`src/hdl/rv_isa_pkg.sv`:
```
// ################################################
// RISC-V ISA definitions
// Instruction word and field types together with
// the opcode and function encodings needed to
// build ADD, AND, MUL and BLTU instructions
// ################################################

package rv_isa_pkg;

  // Whole 32-bit instruction word
  typedef logic [31:0] instr_t;

  // Register file index
  typedef logic [4:0] reg_addr_t;

  // Major opcode in bits 6:0
  typedef logic [6:0] opcode_t;

  // Minor function code in bits 14:12
  typedef logic [2:0] funct3_t;

  // Upper function code in bits 31:25 of R-type formats
  typedef logic [6:0] funct7_t;

  // Register-register ALU operations, M extension included
  localparam opcode_t OPCODE_OP = 7'b0110011;

  // Conditional branches
  localparam opcode_t OPCODE_BRANCH = 7'b1100011;

  // ADD and MUL share funct3, funct7 tells them apart
  localparam funct3_t FUNCT3_ADD = 3'b000;
  localparam funct3_t FUNCT3_AND = 3'b111;
  localparam funct3_t FUNCT3_MUL = 3'b000;

  // Branch if less than, unsigned compare
  localparam funct3_t FUNCT3_BLTU = 3'b110;

  localparam funct7_t FUNCT7_ADD = 7'b0000000;
  localparam funct7_t FUNCT7_AND = 7'b0000000;
  localparam funct7_t FUNCT7_MUL = 7'b0000001;

  // Hardwired zero register, writes to it are discarded
  localparam reg_addr_t REG_X0 = 5'd0;

endpackage

```
`src/hdl/xsecure_pkg.sv`:
```
// ################################################
// Dummy instruction insertion definitions
// Types for the LFSRs, the configuration register,
// the seed write port and the issue port, plus
// the LFSR polynomial and default seeds
// ################################################

package xsecure_pkg;

  // One LFSR state word
  typedef logic [31:0] lfsr_t;

  // Selects which LFSR a seed write goes to
  typedef enum logic [1:0] {
    LFSR0 = 2'd0,
    LFSR1 = 2'd1,
    LFSR2 = 2'd2
  } lfsr_sel_e;

  // Frequency setting, decoded to N = 4, 8, 16, 32 or 64
  typedef logic [3:0] dummy_freq_t;

  // Dummy kind, taken straight from LFSR0 bits 1:0
  typedef enum logic [1:0] {
    DUMMY_ADD  = 2'd0,
    DUMMY_AND  = 2'd1,
    DUMMY_MUL  = 2'd2,
    DUMMY_BLTU = 2'd3
  } dummy_kind_e;

  typedef struct packed {
    logic        enable;
    dummy_freq_t freq;
  } dummy_cfg_t;

  typedef struct packed {
    logic      we;
    lfsr_sel_e sel;
    lfsr_t     value;
  } seed_wr_t;

  // Operands are only meaningful when dummy is set
  typedef struct packed {
    logic               valid;
    logic               dummy;
    rv_isa_pkg::instr_t instr;
    lfsr_t              op_a;
    lfsr_t              op_b;
  } issue_t;

  // Galois feedback mask for x^32 + x^7 + x^5 + x^3 + x^2 + x + 1
  localparam lfsr_t LFSR_TAPS = 32'h8000_0057;

  // Default seeds, all nonzero since zero is the lockup state
  localparam lfsr_t LFSR0_SEED = 32'h7A3C_91E5;
  localparam lfsr_t LFSR1_SEED = 32'h1D6B_E204;
  localparam lfsr_t LFSR2_SEED = 32'hC58F_0A73;

  // Width of the masked LFSR0 value used for the threshold draw
  localparam int THRESH_W = 6;

endpackage

```
`src/hdl/lfsr_bank.sv`:
```
// ################################################
// LFSR bank
// Three seedable 32-bit Galois LFSRs that step
// together on advance and fall back to their
// default seed instead of locking up at zero
// ################################################

`timescale 1ns/1ns

module lfsr_bank (
  input  logic                  clk_i,
  input  logic                  rst_ni,
  input  xsecure_pkg::seed_wr_t seed_wr,
  input  logic                  advance,
  output xsecure_pkg::lfsr_t    lfsr0,
  output xsecure_pkg::lfsr_t    lfsr1,
  output xsecure_pkg::lfsr_t    lfsr2
);

  localparam int NUM_LFSR = 3;

  // One Galois step, shifting right with feedback from bit 0
  function automatic xsecure_pkg::lfsr_t lfsr_step(input xsecure_pkg::lfsr_t cur);
    xsecure_pkg::lfsr_t nxt;
    nxt = {1'b0, cur[31:1]};
    if (cur[0]) begin
      nxt = nxt ^ xsecure_pkg::LFSR_TAPS;
    end
    return nxt;
  endfunction

  function automatic xsecure_pkg::lfsr_t default_seed(input int idx);
    xsecure_pkg::lfsr_t seed;
    case (idx)
      0:       seed = xsecure_pkg::LFSR0_SEED;
      1:       seed = xsecure_pkg::LFSR1_SEED;
      default: seed = xsecure_pkg::LFSR2_SEED;
    endcase
    return seed;
  endfunction

  xsecure_pkg::lfsr_t lfsr_q [NUM_LFSR];

  for (genvar i = 0; i < NUM_LFSR; i++) begin : g_lfsr
    localparam xsecure_pkg::lfsr_t SEED = default_seed(i);

    xsecure_pkg::lfsr_t step_val;
    xsecure_pkg::lfsr_t wr_val;
    xsecure_pkg::lfsr_t adv_val;
    logic               seed_hit;

    // Seed write addressed to this LFSR
    assign seed_hit = seed_wr.we && (seed_wr.sel == xsecure_pkg::lfsr_sel_e'(i));

    // A zero seed would freeze the register, so the default is loaded instead
    assign wr_val = (seed_wr.value == '0) ? SEED : seed_wr.value;

    assign step_val = lfsr_step(lfsr_q[i]);

    // Same recovery on stepping into zero
    assign adv_val = (step_val == '0) ? SEED : step_val;

    always_ff @(posedge clk_i) begin
      if (!rst_ni) begin
        lfsr_q[i] <= SEED;
      end else if (seed_hit) begin
        // Software reseed wins over a step in the same cycle
        lfsr_q[i] <= wr_val;
      end else if (advance) begin
        lfsr_q[i] <= adv_val;
      end
    end
  end

  assign lfsr0 = lfsr_q[0];
  assign lfsr1 = lfsr_q[1];
  assign lfsr2 = lfsr_q[2];

endmodule

```
`src/hdl/dummy_scheduler.sv`:
```
// ################################################
// Dummy scheduler
// Holds the configuration register, counts real
// instructions against a random threshold and
// opens an idle fetch slot for a dummy
// ################################################

`timescale 1ns/1ns

module dummy_scheduler (
  input  logic                    clk_i,
  input  logic                    rst_ni,
  input  logic                    cfg_we,
  input  xsecure_pkg::dummy_cfg_t cfg,
  input  logic                    fetch_valid,
  input  xsecure_pkg::lfsr_t      lfsr0,
  output logic                    dummy_slot
);

  localparam int CNT_W = xsecure_pkg::THRESH_W + 1;

  // Threshold minus one, as a mask on LFSR0 (N = 4 .. 64)
  function automatic logic [xsecure_pkg::THRESH_W-1:0] freq_mask(
    input xsecure_pkg::dummy_freq_t freq
  );
    logic [xsecure_pkg::THRESH_W-1:0] mask;
    if (freq[3]) begin
      mask = 6'd63;
    end else if (freq[2]) begin
      mask = 6'd31;
    end else if (freq[1]) begin
      mask = 6'd15;
    end else if (freq[0]) begin
      mask = 6'd7;
    end else begin
      mask = 6'd3;
    end
    return mask;
  endfunction

  xsecure_pkg::dummy_cfg_t cfg_q;
  logic                    enable_draw_q;
  logic                    slot_q;
  logic [CNT_W-1:0]        cnt_q;
  logic [CNT_W-1:0]        thresh_q;
  logic [CNT_W-1:0]        thresh_new;
  logic                    draw;
  logic                    pending;

  // Draw once after enabling and once in the cycle each dummy issues
  assign draw = enable_draw_q || slot_q;

  // The draw is one plus the masked LFSR0 bits, 1 to 64
  assign thresh_new = CNT_W'(lfsr0[xsecure_pkg::THRESH_W-1:0] & freq_mask(cfg_q.freq)) + 1'b1;

  assign pending = cfg_q.enable && (cnt_q >= thresh_q);

  // The stale count is still above threshold in the draw cycle,
  // hence the draw term
  assign dummy_slot = pending && !fetch_valid && !draw;

  always_ff @(posedge clk_i) begin
    if (!rst_ni) begin
      cfg_q         <= '0;
      enable_draw_q <= 1'b0;
      slot_q        <= 1'b0;
      cnt_q         <= '0;
      thresh_q      <= CNT_W'(1);
    end else begin
      if (cfg_we) begin
        cfg_q <= cfg;
      end
      enable_draw_q <= cfg_we && cfg.enable;
      slot_q        <= dummy_slot;

      if (!cfg_q.enable) begin
        cnt_q <= '0;
      end else if (draw) begin
        thresh_q <= thresh_new;
        // A fetch in the draw cycle already counts toward the new threshold
        cnt_q    <= fetch_valid ? CNT_W'(1) : '0;
      end else if (fetch_valid && !pending) begin
        cnt_q <= cnt_q + 1'b1;
      end
    end
  end

endmodule

```
`src/hdl/issue_stage.sv`:
```
// ################################################
// Issue stage
// Builds a dummy ADD, AND, MUL or BLTU from LFSR0
// and registers either the fetched instruction or
// the dummy with its LFSR1/LFSR2 operands
// ################################################

`timescale 1ns/1ns

module issue_stage (
  input  logic                  clk_i,
  input  logic                  rst_ni,
  input  logic                  fetch_valid,
  input  rv_isa_pkg::instr_t    fetch_instr,
  input  logic                  dummy_slot,
  input  xsecure_pkg::lfsr_t    lfsr0,
  input  xsecure_pkg::lfsr_t    lfsr1,
  input  xsecure_pkg::lfsr_t    lfsr2,
  output xsecure_pkg::issue_t   issue
);

  xsecure_pkg::dummy_kind_e kind;
  rv_isa_pkg::reg_addr_t    rs1;
  rv_isa_pkg::reg_addr_t    rs2;
  rv_isa_pkg::opcode_t      opcode;
  rv_isa_pkg::funct3_t      funct3;
  rv_isa_pkg::funct7_t      funct7;
  rv_isa_pkg::instr_t       dummy_instr;
  xsecure_pkg::issue_t      issue_q;

  assign kind = xsecure_pkg::dummy_kind_e'(lfsr0[1:0]);
  assign rs1  = lfsr0[6:2];
  assign rs2  = lfsr0[11:7];

  always_comb begin
    opcode = rv_isa_pkg::OPCODE_OP;
    funct3 = rv_isa_pkg::FUNCT3_ADD;
    funct7 = rv_isa_pkg::FUNCT7_ADD;
    case (kind)
      xsecure_pkg::DUMMY_AND: begin
        funct3 = rv_isa_pkg::FUNCT3_AND;
        funct7 = rv_isa_pkg::FUNCT7_AND;
      end
      xsecure_pkg::DUMMY_MUL: begin
        funct3 = rv_isa_pkg::FUNCT3_MUL;
        funct7 = rv_isa_pkg::FUNCT7_MUL;
      end
      xsecure_pkg::DUMMY_BLTU: begin
        opcode = rv_isa_pkg::OPCODE_BRANCH;
        funct3 = rv_isa_pkg::FUNCT3_BLTU;
      end
      default: begin
        funct3 = rv_isa_pkg::FUNCT3_ADD;
      end
    endcase
  end

  always_comb begin
    if (opcode == rv_isa_pkg::OPCODE_BRANCH) begin
      // B-type with all immediate bits zero, the branch lands on itself
      // and the core treats it as falling through
      dummy_instr = {7'b0, rs2, rs1, funct3, 5'b0, opcode};
    end else begin
      // R-type with rd = x0 so the result is thrown away
      dummy_instr = {funct7, rs2, rs1, funct3, rv_isa_pkg::REG_X0, opcode};
    end
  end

  // Valid and dummy flags
  always_ff @(posedge clk_i) begin
    if (!rst_ni) begin
      issue_q.valid <= 1'b0;
      issue_q.dummy <= 1'b0;
    end else begin
      issue_q.valid <= fetch_valid || dummy_slot;
      issue_q.dummy <= dummy_slot;
    end
  end

  // A real fetch always takes the payload slot
  always_ff @(posedge clk_i) begin
    if (fetch_valid) begin
      issue_q.instr <= fetch_instr;
    end else if (dummy_slot) begin
      issue_q.instr <= dummy_instr;
      issue_q.op_a  <= lfsr1;
      issue_q.op_b  <= lfsr2;
    end
  end

  assign issue = issue_q;

endmodule

```
`src/hdl/dummy_inserter.sv`:
```
// ################################################
// Dummy instruction inserter
// Fetch-to-decode boundary with random dummy
// instructions placed in idle fetch slots
// ################################################

`timescale 1ns/1ns

module dummy_inserter (
  input  logic                    clk_i,
  input  logic                    rst_ni,
  input  logic                    fetch_valid,
  input  rv_isa_pkg::instr_t      fetch_instr,
  input  logic                    cfg_we,
  input  xsecure_pkg::dummy_cfg_t cfg,
  input  xsecure_pkg::seed_wr_t   seed_wr,
  output xsecure_pkg::issue_t     issue
);

  logic               dummy_slot;
  xsecure_pkg::lfsr_t lfsr0;
  xsecure_pkg::lfsr_t lfsr1;
  xsecure_pkg::lfsr_t lfsr2;

  // All three LFSRs step each time a dummy goes out
  lfsr_bank u_lfsr_bank (
    .clk_i   (clk_i),
    .rst_ni  (rst_ni),
    .seed_wr (seed_wr),
    .advance (dummy_slot),
    .lfsr0   (lfsr0),
    .lfsr1   (lfsr1),
    .lfsr2   (lfsr2)
  );

  dummy_scheduler u_dummy_scheduler (
    .clk_i       (clk_i),
    .rst_ni      (rst_ni),
    .cfg_we      (cfg_we),
    .cfg         (cfg),
    .fetch_valid (fetch_valid),
    .lfsr0       (lfsr0),
    .dummy_slot  (dummy_slot)
  );

  issue_stage u_issue_stage (
    .clk_i       (clk_i),
    .rst_ni      (rst_ni),
    .fetch_valid (fetch_valid),
    .fetch_instr (fetch_instr),
    .dummy_slot  (dummy_slot),
    .lfsr0       (lfsr0),
    .lfsr1       (lfsr1),
    .lfsr2       (lfsr2),
    .issue       (issue)
  );

endmodule

```
`config.mk`:
```
export PLATFORM = sky130hd
export DESIGN_NAME = dummy_inserter
export DESIGN_NICKNAME = d
export VERILOG_FILES = /design/src/hdl/rv_isa_pkg.sv /design/src/hdl/xsecure_pkg.sv /design/src/hdl/lfsr_bank.sv /design/src/hdl/dummy_scheduler.sv /design/src/hdl/issue_stage.sv /design/src/hdl/dummy_inserter.sv
export SDC_FILE = /design/constraint.sdc
export NUM_CORES = 1
export LEC_CHECK = 0
export BUFFER_PORTS_ARGS = -buffer_cell sky130_fd_sc_hd__buf_4
export CAP_MARGIN = 0
export CORE_MARGIN = 8
export CORE_UTILIZATION = 51
export CTS_BUF_LIST = sky130_fd_sc_hd__clkbuf_8 sky130_fd_sc_hd__clkbuf_16
export DETAILED_ROUTE_END_ITERATION = 8
export PLACE_DENSITY = 0.8
export SETUP_SLACK_MARGIN = 0.5
export SYNTH_ARGS = -nofsm -noshare
export SYNTH_HDL_FRONTEND = slang
export SYNTH_SLANG_ARGS = --single-unit
```
`constraint.sdc`:
```
create_clock -name clk_i -period 6.4 [get_ports clk_i]
set_input_delay 0.64 -clock clk_i [delete_from_list [all_inputs] [get_ports clk_i]]
set_output_delay 0.64 -clock clk_i [all_outputs]
set_load 0.02 [all_outputs]
```
==> impl_metrics.csv <==
group,metric,value,unit
power_and_ir_drop,cellPowerDensity,274,nW/um2
drt,drt_iter0_markers,546,
synth,synth_xor_area_share,1.86,%
drt,routed_via_density,6.02,
timing,fin_crit,3.00,ns
layout,layout_commonest_cell,"edfxtp_1",
global_routing,grt_use_met3,5.04,%
synth,synth_compound_area_share,13.6,%
run,drv_cap,0,
drt,detail_route.wirelength,23000,um
synth,yosysWarnings,0,
clocking,cts_resized,0,
placement,portBuffers,173,
setup_path,critPathKind,"reg -> reg",
layout,final_cell_mix,"192 x edfxtp_1, 178 x buf_4, 51 x a22o_1",
global_routing,grt_util_met1,26.6,%
drt,dr.pass1.iters,4,
power_and_ir_drop,p_leak,4.03,nW
synth,synth_seq_cells,214,
layout,drive_above_1_share,28.9,%
clocking,cts_tree,"done",
synth,synth_area,8940,um2
timing,rsz0062_at_grt,"false",
timing,slew_viol_final,0,
clocking,postCtsSetupBuffers,0,
global_routing,busiest_layer,"met2",
placement,dpl.hpwl,16800,um
setup_path,critPathLaunchType,"flip-flop",
die,die_h,148,um
drt,antenna_left,0,
drt,wl_per_cell,22.6,um
global_routing,grt_usage,20.1,%
timing,fin_crit_sh,46.9,%
setup_path,path_max_fanout,27,
drt,dr_total_vias,6122,
global_routing,first_global_vias,5973,
synth,synthAdderAreaFrac,1.54,%
clocking,cts_buffer_depth,3,
synth,ys_dominant_reg_cell,"edfxtp_1",
clocking,holdBufCountCts,0,
clocking,root_buffer,"clkbuf_16",
timing,fin_skew,0.0261,ns
setup_path,arrival,3.26,ns
synth,seq_area_frac_synth,69.4,%
synth,synth.distinct_cells,57,
global_routing,grt_pass1_wl,34600,um
die,dieArea,22000,um2
timing,relSlewSlack,20.8,%
synth,synth.mux.area_fraction,1.12,%
layout,syn2layout_area_growth,24.4,%
clocking,cts_buffers,22,
status,status,"complete, no violations",
timing,setup_tns,0,ns
die,initial_core_util,51.9,%
synth,synthArstFlopShare,0,%
layout,num-fill-cells,1259,
global_routing,antenna_found_initial,0,
layout,final_util,64.6,%
timing,max_freq,0.333,GHz
power_and_ir_drop,peakVddDrop,0.000216,V
min_path,hold_path.class,"in -> reg",
global_routing,grt_start_max_net_pins,78,
layout,diodes,0,
synth,synthSimpleGateAreaFrac,10.2,%
drt,drc_errors,0,
timing,tightest_slew,1.18,ns
synth,syn_area_per_cell,14.8,um2
setup_path,worstSetupEndpointType,"flip-flop",
die,chipWidth,148,um
clocking,clkTransAtPathRegs,0.06,ns
die,core_area,17200,um2
layout,nets,864,
clocking,h-tree-depth,1,
global_routing,overflow,0,
die,rows,48,
timing,hold_viol,0,
die,io-pin-count,174,
synth,synth_nets,692,
clocking,clk_latency,0.52,ns
synth,synth-edff-count,192,
placement,place_congestion,0.893,
global_routing,met2_usage,32.5,%
setup_path,cp_data_required_time,6.66,ns
clocking,clock-sinks,214,
synth,synth_top_family_by_area,"compound AO/OA/AOI/OAI gates",
synth,postSynthCellCount,605,
timing,setup_viol,0,
==> where the power goes <==
part	internal [mW]	switching [mW]
sequential	1.57	0.0335
combinational	0.0846	0.114
clock	0.734	0.519
total	2.39	0.666
==> path summary, 6_finish.rpt <==
check | start | endpoint | slack [ns] | cells past startpoint
max | u_dummy_scheduler.thresh_q[4] | u_lfsr_bank.lfsr_q[2][6] | 3.40 | 8
min | cfg[4] | u_dummy_scheduler.enable_draw_q | 0.39 | 2
max reg2reg | u_dummy_scheduler.thresh_q[4] | u_lfsr_bank.lfsr_q[2][6] | 3.40 | 8
min reg2reg | u_lfsr_bank.lfsr_q[2][26] | u_issue_stage.issue[26] | 0.49 | 0
==> routing by layer <==
metal	vias to the layer above	part of all wire [%]
met2	366	49
met3	32	11
met4	0	1.6
met5	-	0
met1	2976	39
li1	2748	-
==> critical path, stage by stage (launching register included) <==
cell	delay [ns]
dfxtp_1	0.34
inv_1	0.05
ha_1	0.29
a211oi_1	0.07
nor2_1	0.31
a211oi_4	0.11
nor3_4	0.85
nand2b_1	0.46
o22a_1	0.30
==> cell type report <==
class	count	area, um2	share of cell area (%)
clock inverters	15	139	1.25
inverters	12	45.0	0.405
repair buffers	179	1340	12.1
clock buffers	24	578	5.20
multi-input cells	348	2540	22.8
flip-flops and latches	214	6210	55.8
well taps	225	282	2.53
==> sequential cells by signal, summed over array words and instances, names as in the netlist <==
register,cells
u_issue_stage.issue,97
u_dummy_scheduler.cnt_q,7
u_dummy_scheduler.enable_draw_q,1
u_dummy_scheduler.slot_q,1
u_dummy_scheduler.cfg_q,5
u_dummy_scheduler.thresh_q,7
u_lfsr_bank.lfsr_q,96
==> cell usage after synthesis, drive strengths merged (5+ instances only) <==
master	number	share of area, %
a21oi	9	0.55
a22o	51	5.0
and2	18	1.3
and3	5	0.35
buf	10	0.85
clkbuf	21	0.88
dfxtp	22	4.9
edfxtp	192	64
ha	11	1.5
inv	12	0.50
mux2i	10	1.1
nand2	28	1.2
nand3	8	0.56
nand4	11	0.77
nor2	29	1.2
nor2b	8	0.56
nor3	6	0.70
nor4	27	1.9
o211a	5	0.56
o211ai	6	0.50
o21ai	22	1.2
o22a	39	3.8
or3	5	0.41
xnor2	7	0.69
xor2	12	1.2
==> cell families (layout without fill, tap and decap cells) <==
| family | Yosys count | count (layout) |
|---|---|---|
| AND/OR/NAND/NOR | 159 | 159 |
| multiplexers | 10 | 10 |
| XOR/XNOR | 19 | 19 |
| AO/OA/AOI/OAI | 149 | 149 |
| flip-flops | 214 | 214 |
| adder cells (fa/ha/maj) | 11 | 11 |
| buffers and inverters | 43 | 230 |
==> per-stage QoR <==
stage	hold slack (ns)	total power, mW	worst slack [ns]	area, um2	instances
global route	0.386	3.14	3.15	11100	1017
floorplan	0.421	1.72	3.43	8940	605
CTS	0.384	3.06	3.36	11100	1016
finish	0.394	3.05	3.40	11100	1017
global placement	0.471	1.82	3.28	10400	977
detailed placement	0.473	1.83	3.16	10400	977
Power figures use the tool's default switching activity.
